## config.mk

```make
export PLATFORM = sky130hd
export DESIGN_NAME = board_parser_top
export DESIGN_NICKNAME = d
export VERILOG_FILES = /design/src/common/nono_pkg.sv /design/src/option_builder/option_builder.sv /design/src/rtl/board_parser_top.sv /design/src/rtl/option_store.sv /design/src/rtl/token_decoder.sv
export SDC_FILE = /design/constraint.sdc
export NUM_CORES = 2
export LEC_CHECK = 0
export ABC_AREA = 0
export BUFFER_PORTS_ARGS = -buffer_cell sky130_fd_sc_hd__buf_2
export CAP_MARGIN = 20
export CORE_MARGIN = 2
export CORE_UTILIZATION = 55
export CTS_CLUSTER_DIAMETER = 40
export CTS_CLUSTER_SIZE = 8
export DETAILED_ROUTE_END_ITERATION = 12
export HOLD_SLACK_MARGIN = 0.05
export PLACE_DENSITY = 0.72
export REMOVE_ABC_BUFFERS = 1
export SLEW_MARGIN = 30
export SYNTH_ARGS = -nofsm -noshare
export SYNTH_HDL_FRONTEND = slang
export SYNTH_HIERARCHICAL = 1
export SYNTH_SLANG_ARGS = --single-unit
```

## constraint.sdc

```tcl
create_clock -name clk -period 4.4 [get_ports clk]
set_clock_uncertainty 0.05 [all_clocks]
set_input_delay 0.66 -clock clk [delete_from_list [all_inputs] [get_ports clk]]
set_output_delay 0.66 -clock clk [all_outputs]
set_load 0.02 [all_outputs]
```

## src/common/nono_pkg.sv

```systemverilog
package nono_pkg;

    // flag field, bits 7:5 of the first byte of a message
    typedef enum logic [2:0] {
        end_board   = 3'b000,
        end_line    = 3'b001,
        or_commit   = 3'b010,
        and_assign  = 3'b101,
        start_line  = 3'b110,
        start_board = 3'b111
    } msg_flag_e;

    // widths fixed by the byte format
    localparam int VAR_IDX_BITS = 4;
    localparam int OPT_BITS     = 2 ** VAR_IDX_BITS; // one bit per variable
    localparam int DIM_BITS     = 5;
    localparam int LINE_BITS    = 5;
    localparam int CNT_BITS     = 7;  // up to 127 options on a line

    // second byte of a start_board message
    typedef struct packed {
        logic [1:0]          spare_hi;
        logic [DIM_BITS-1:0] dim;      // bits 5:1
        logic                spare_lo;
    } dim_payload_t;

    // second byte of an and_assign message
    typedef struct packed {
        logic [2:0]              spare;
        logic [VAR_IDX_BITS-1:0] var_idx; // bits 4:1
        logic                    value;   // bit 0
    } assign_payload_t;

    // same byte, two readings picked by the flag
    typedef union packed {
        dim_payload_t    dim;
        assign_payload_t asg;
    } payload_u;

    typedef struct packed {
        msg_flag_e flag;
        payload_u  payload;
    } token_t;

    // one committed option of a line
    typedef struct packed {
        logic [LINE_BITS-1:0] line;
        logic [OPT_BITS-1:0]  bits;
    } option_rec_t;

endpackage

```

## src/option_builder/option_builder.sv

```systemverilog
module option_builder #(
    parameter int MAX_LINES = 22
) (
    input  logic                          clk,
    input  logic                          rst,
    input  nono_pkg::token_t              tok,
    input  logic                          tok_valid,
    output nono_pkg::option_rec_t         rec,
    output logic                          rec_valid,
    output logic                          line_open,
    output logic                          board_start,
    output logic                          board_done,
    output logic [nono_pkg::DIM_BITS-1:0] n,
    output logic [nono_pkg::DIM_BITS-1:0] m
);
    import nono_pkg::*;

    localparam logic [LINE_BITS-1:0] LAST_LINE = LINE_BITS'(MAX_LINES - 1);

    logic                 dim_sel;  // 0 takes n, 1 takes m
    logic [LINE_BITS-1:0] line_idx;
    logic [OPT_BITS-1:0]  cur_opt;  // option under construction

    always_ff @(posedge clk) begin
        if (rst) begin
            dim_sel     <= 1'b0;
            line_idx    <= '0;
            cur_opt     <= '0;
            n           <= '0;
            m           <= '0;
            rec_valid   <= 1'b0;
            line_open   <= 1'b0;
            board_start <= 1'b0;
            board_done  <= 1'b0;
        end else begin
            // strobes last one cycle
            rec_valid   <= 1'b0;
            line_open   <= 1'b0;
            board_start <= 1'b0;
            board_done  <= 1'b0;

            if (tok_valid) begin
                case (tok.flag)
                    start_board: begin
                        dim_sel <= ~dim_sel;
                        if (!dim_sel) begin
                            n           <= tok.payload.dim.dim;
                            line_idx    <= '0;
                            cur_opt     <= '0;
                            board_start <= 1'b1; // new board
                        end else begin
                            m <= tok.payload.dim.dim;
                        end
                    end
                    start_line: begin
                        line_open <= 1'b1;
                        cur_opt   <= '0;
                    end
                    and_assign: begin
                        cur_opt[tok.payload.asg.var_idx] <= tok.payload.asg.value;
                    end
                    or_commit: begin
                        rec_valid <= 1'b1;
                        cur_opt   <= '0;
                    end
                    end_line: begin
                        rec_valid <= 1'b1;
                        cur_opt   <= '0;
                        if (line_idx != LAST_LINE) begin
                            line_idx <= line_idx + 1'b1; // saturates on last line
                        end
                    end
                    end_board: begin
                        board_done <= 1'b1;
                    end
                    default: ; // unused codes
                endcase
            end
        end
    end

    // record payload, line index also rides along with line_open
    always_ff @(posedge clk) begin
        if (tok_valid) begin
            case (tok.flag)
                start_line: begin
                    rec.line <= line_idx;
                end
                or_commit, end_line: begin
                    rec.line <= line_idx;
                    rec.bits <= cur_opt;
                end
                default: ;
            endcase
        end
    end

endmodule

```

## src/rtl/board_parser_top.sv

```systemverilog
module board_parser_top #(
    parameter  int MAX_LINES   = 22,
    parameter  int STORE_DEPTH = 64,
    localparam int ADDR_BITS   = $clog2(STORE_DEPTH)
) (
    input  logic                                          clk,
    input  logic                                          rst,
    input  logic [7:0]                                    byte_in,
    input  logic                                          byte_valid,
    output logic                                          board_done,
    output logic [nono_pkg::DIM_BITS-1:0]                 n,
    output logic [nono_pkg::DIM_BITS-1:0]                 m,
    output logic                                          opt_valid,
    output nono_pkg::option_rec_t                         opt_rec,
    output logic [MAX_LINES-1:0][nono_pkg::CNT_BITS-1:0]  options_per_line,
    input  logic [ADDR_BITS-1:0]                          rd_addr,
    output nono_pkg::option_rec_t                         rd_data,
    input  logic [nono_pkg::LINE_BITS-1:0]                rd_line,
    output logic [ADDR_BITS-1:0]                          line_base_addr
);
    import nono_pkg::*;

    token_t      tok;
    logic        tok_valid;
    option_rec_t rec;
    logic        rec_valid;
    logic        line_open;
    logic        board_start;

    token_decoder token_decoder_inst (
        .clk        (clk),
        .rst        (rst),
        .byte_in    (byte_in),
        .byte_valid (byte_valid),
        .tok        (tok),
        .tok_valid  (tok_valid)
    );

    option_builder #(
        .MAX_LINES (MAX_LINES)
    ) option_builder_inst (
        .clk         (clk),
        .rst         (rst),
        .tok         (tok),
        .tok_valid   (tok_valid),
        .rec         (rec),
        .rec_valid   (rec_valid),
        .line_open   (line_open),
        .board_start (board_start),
        .board_done  (board_done),
        .n           (n),
        .m           (m)
    );

    option_store #(
        .MAX_LINES   (MAX_LINES),
        .STORE_DEPTH (STORE_DEPTH)
    ) option_store_inst (
        .clk              (clk),
        .rst              (rst),
        .rec              (rec),
        .rec_valid        (rec_valid),
        .line_open        (line_open),
        .board_start      (board_start),
        .rd_addr          (rd_addr),
        .rd_data          (rd_data),
        .rd_line          (rd_line),
        .line_base_addr   (line_base_addr),
        .options_per_line (options_per_line),
        .opt_valid        (opt_valid),
        .opt_rec          (opt_rec)
    );

endmodule

```

## src/rtl/option_store.sv

```systemverilog
module option_store #(
    parameter  int MAX_LINES   = 22,
    parameter  int STORE_DEPTH = 64,
    localparam int ADDR_BITS   = $clog2(STORE_DEPTH)
) (
    input  logic                                          clk,
    input  logic                                          rst,
    input  nono_pkg::option_rec_t                         rec,
    input  logic                                          rec_valid,
    input  logic                                          line_open,
    input  logic                                          board_start,
    input  logic [ADDR_BITS-1:0]                          rd_addr,
    output nono_pkg::option_rec_t                         rd_data,
    input  logic [nono_pkg::LINE_BITS-1:0]                rd_line,
    output logic [ADDR_BITS-1:0]                          line_base_addr,
    output logic [MAX_LINES-1:0][nono_pkg::CNT_BITS-1:0]  options_per_line,
    output logic                                          opt_valid,
    output nono_pkg::option_rec_t                         opt_rec
);
    import nono_pkg::*;

    option_rec_t          mem [STORE_DEPTH];
    logic [ADDR_BITS-1:0] line_base [MAX_LINES]; // first entry of each line
    logic [ADDR_BITS:0]   wr_ptr;                // one extra bit for full
    logic                 full;
    logic                 wr_en;

    assign full  = (wr_ptr == (ADDR_BITS + 1)'(STORE_DEPTH));
    assign wr_en = rec_valid && !full; // drop once memory is full

    // committed-option stream mirrors the accepted write
    assign opt_valid = wr_en;
    assign opt_rec   = rec;

    assign line_base_addr = (rd_line < MAX_LINES) ? line_base[rd_line] : '0;

    always_ff @(posedge clk) begin
        if (rst) begin
            wr_ptr           <= '0;
            options_per_line <= '0;
        end else if (board_start) begin
            wr_ptr           <= '0;
            options_per_line <= '0;
        end else begin
            if (line_open) begin
                options_per_line[rec.line] <= '0;
            end
            if (wr_en) begin
                wr_ptr <= wr_ptr + 1'b1;
                if (options_per_line[rec.line] != '1) begin
                    options_per_line[rec.line] <= options_per_line[rec.line] + 1'b1;
                end
            end
        end
    end

    // memory and start table
    always_ff @(posedge clk) begin
        if (wr_en) begin
            mem[wr_ptr[ADDR_BITS-1:0]] <= rec;
        end
        if (line_open) begin
            line_base[rec.line] <= wr_ptr[ADDR_BITS-1:0];
        end
    end

    // registered read, one cycle latency
    always_ff @(posedge clk) begin
        rd_data <= mem[rd_addr];
    end

endmodule

```

## src/rtl/token_decoder.sv

```systemverilog
module token_decoder (
    input  logic             clk,
    input  logic             rst,
    input  logic [7:0]       byte_in,
    input  logic             byte_valid,
    output nono_pkg::token_t tok,
    output logic             tok_valid
);
    import nono_pkg::*;

    logic       phase;    // high while waiting for the payload byte
    logic [2:0] flag_buf; // flag of the first byte

    // pair phase only moves on accepted bytes
    always_ff @(posedge clk) begin
        if (rst) begin
            phase     <= 1'b0;
            tok_valid <= 1'b0;
        end else begin
            tok_valid <= 1'b0;
            if (byte_valid) begin
                phase <= ~phase;
                if (phase) begin
                    tok_valid <= 1'b1;
                end
            end
        end
    end

    // flag buffer and token registers
    always_ff @(posedge clk) begin
        if (byte_valid) begin
            if (!phase) begin
                flag_buf <= byte_in[7:5];
            end else begin
                tok.flag    <= msg_flag_e'(flag_buf);
                tok.payload <= byte_in; // decoded later by flag
            end
        end
    end

endmodule

```

==> flow_metrics.env <==
export IMPL_first_pass_iters=5
export IMPL_drc=0
export IMPL_postCtsSetupBuffers=0
export IMPL_setup_viol=0
export IMPL_swShare_pct=20.02
export IMPL_grt_pass1_vias=37340
export IMPL_critPathKind="register to register"
export IMPL_period_needed_ns=3.983
export IMPL_wirelength_um=182500
export IMPL_fin_nets=3869
export IMPL_cpPeakStageDelay_ns=0.61
export IMPL_syn_instance_count=3361
export IMPL_critPathArrivalTime_ns=4.68
export IMPL_rsz0062_at_grt="no"
export IMPL_slew_viol_final=0
export IMPL_p_comb_share_pct=3.4
export IMPL_finalHoldViolCount=0
export IMPL_r2r_slack_ns=0.42
export IMPL_grt_max_degree=66
export IMPL_clock_sinks=1729
export IMPL_ys_warn_count=6
export IMPL_power_frac_clock_pct=49.2
export IMPL_drt_iter0_drc=4912
export IMPL_max_cap_viol_count=0
export IMPL_finalCritPeriodShare_pct=90.52
export IMPL_path_cells="buf_4 > nand3b_1 > nor2_1 > a2111oi_0 > nand3_1 > ha_1 > inv_1 > a31oi_1 > and4_4 > a21oi_4 > buf_4 > nand2_1 > mux2_1"
export IMPL_track_usage_pct=29.43
export IMPL_grt_first_pass_wirelength_um=263200
export IMPL_cts_hold_buf=9
export IMPL_num_rows=128
export IMPL_irDropWorstVdd_uv=428.5
export IMPL_leakage_nw=26.20
export IMPL_status="finished clean"
export IMPL_io_pins=236
export IMPL_die_w_um=354.0
export IMPL_port_buffers=235
export IMPL_syn_to_final_growth_pct=17.40
export IMPL_critPathTopFamily="simple AND/OR/NAND/NOR gates"
export IMPL_syn_area_per_cell_um2=20.05
export IMPL_slew_headroom_pct=37.80
export IMPL_path_clk_slew_ns=0.05
export IMPL_crit_required_ns=5.09
export IMPL_worst_slack_ns=0.4170
export IMPL_gp_congestion=0.9652
export IMPL_register_area_um2=49720
export IMPL_dp_cells=5182
export IMPL_cts_resized=0
export IMPL_pre_cts_ws_ns=0.4680
export IMPL_path_buf_inv=3
export IMPL_critPathLaunchType="register"
export IMPL_die_area_um2=125300
export IMPL_worstMarginPinSlew_ns=0.9296
export IMPL_grt_overflow_total=0
export IMPL_cp_slowest_cell="edfxtp_1"
export IMPL_cts_path_max_buffers=4
export IMPL_setup_tns_final_ns=0
export IMPL_cts_tree="yes"
export IMPL_multi_input_area_um2=16570
export IMPL_hpwl_um=109400
export IMPL_syn_area_um2=67380
export IMPL_wl_per_cell_um=32.68
export IMPL_cts_htree_levels=5
export IMPL_cts_root_buf="clkbuf_16"
export IMPL_clkLatencyLatePin_ns=0.91
export IMPL_crit_fanout=36
export IMPL_start_util_pct=55.36
export IMPL_internal_power_mw=29.86
export IMPL_seq_power_share_pct=47.4
export IMPL_netSwitchingPower_mw=7.474
export IMPL_hold_path_class="primary input to register"
export IMPL_dieHeight_um=354.0
export IMPL_power_density_nw_per_um2=471.9
export IMPL_nFillCells=7941
export IMPL_crit_path_end_kind="register"
export IMPL_critPathMostFrequentCell="buf_4"
export IMPL_max_freq_mhz=251.1
export IMPL_postRouteAntennaNets=0
export IMPL_drive_above_1_share_pct=33.20
export IMPL_antenna_found_initial=7
export IMPL_routed_via_density=6.611
export IMPL_stdcell_count=5585
export IMPL_core_um2=121700
export IMPL_vias=36925
export IMPL_numCtsBuffers=274
## flip-flops by register name, summed over array words and instances, names as in the netlist
signal	count
option_builder_inst/line_open	1
option_builder_inst/dim_sel	1
token_decoder_inst/phase	1
token_decoder_inst/flag_buf	3
option_builder_inst/line_idx	5
option_builder_inst/rec	21
option_store_inst/mem	1344
option_builder_inst/m	5
option_store_inst/options_per_line	154
token_decoder_inst/tok	9
option_builder_inst/n	5
option_store_inst/wr_ptr	7
token_decoder_inst/tok_valid	1
option_builder_inst/board_start	1
option_store_inst/line_base	132
option_store_inst/rd_data	21
option_builder_inst/cur_opt	16
option_builder_inst/rec_valid	1
option_builder_inst/board_done	1
## layout make-up
type	instances	area share [%]
repair buffers	438	3.826
clock inverters	18	0.1866
well taps	1625	2.570
multi-input cells	1354	20.94
inverters	45	0.2135
flip-flops and latches	1729	62.85
clock buffers	371	9.394
diodes	5	0.01582
## final timing paths
kind	start	endpoint	cells after the start
setup / recovery	option_builder_inst/rec[19]	option_store_inst/options_per_line[5]	13
hold / removal	rst	token_decoder_inst/tok_valid	2
setup reg to reg	option_builder_inst/rec[19]	option_store_inst/options_per_line[5]	13
hold reg to reg	token_decoder_inst/flag_buf[2]	token_decoder_inst/tok[10]	0
## cells in the final DEF (no fill, tap or decap), types with 8 or more instances in the layout
cell type and n:
or4b_1 8, a221oi_1 34, a22o_1 60, a21oi_2 17, o21a_1 10, mux2i_1 72, buf_4 173, mux2_2 8
clkbuf_1 85, nand3_1 55, mux4_2 471, edfxtp_1 1509, a32o_1 16, nand3b_1 8, o32ai_1 18, nor3_1 20
nor2_1 51, a211oi_1 18, nor2b_1 8, nand2_1 107, nor2_2 65, a22oi_1 18, buf_12 22, clkbuf_16 282
o21ai_0 70, and3_1 10, inv_1 45, dlygate4sd3_1 9, or3_1 9, dfxtp_1 220, a21oi_1 74, o22ai_1 13
buf_2 231
## worst reg2reg max path: stages, from the launching register on
cell	delay, ns
edfxtp_1	0.61
buf_4	0.42
nand3b_1	0.25
nor2_1	0.09
a2111oi_0	0.56
nand3_1	0.20
ha_1	0.26
inv_1	0.06
a31oi_1	0.04
and4_4	0.24
a21oi_4	0.18
buf_4	0.37
nand2_1	0.19
mux2_1	0.35
## metal layers
metal	vias up	part of all wire (%)	track usage, %
li1	14884	-	-
met1	19190	37	39.81
met2	2415	48	46.90
met3	434	11	7.098
met4	2	4.2	11.28
met5	-	0.011	0
## power groups by stage
stage	combinational [mW]	clock [mW]	sequential, mW
after floorplan	0.586	0	18.1
after global placement	1.24	0	18.0
after detailed placement	1.25	0	18.0
after CTS	1.27	18.6	17.7
after global routing	1.32	19.2	17.7
final	1.27	18.4	17.7
## through the flow
step | hold WS [ns] | cell area [um^2] | util [%] | power, mW
CTS | 0.2114 | 79080 | 64.97 | 37.55
global route | 0.2827 | 79090 | 64.98 | 38.26
detailed placement | 0.3575 | 71410 | 58.67 | 19.26
floorplan | 0.3503 | 66270 | - | 18.65
finish | 0.2550 | 79110 | 64.99 | 37.33
global placement | 0.3527 | 71410 | 58.67 | 19.25
Note: power is estimated with default switching activity, not from simulation.
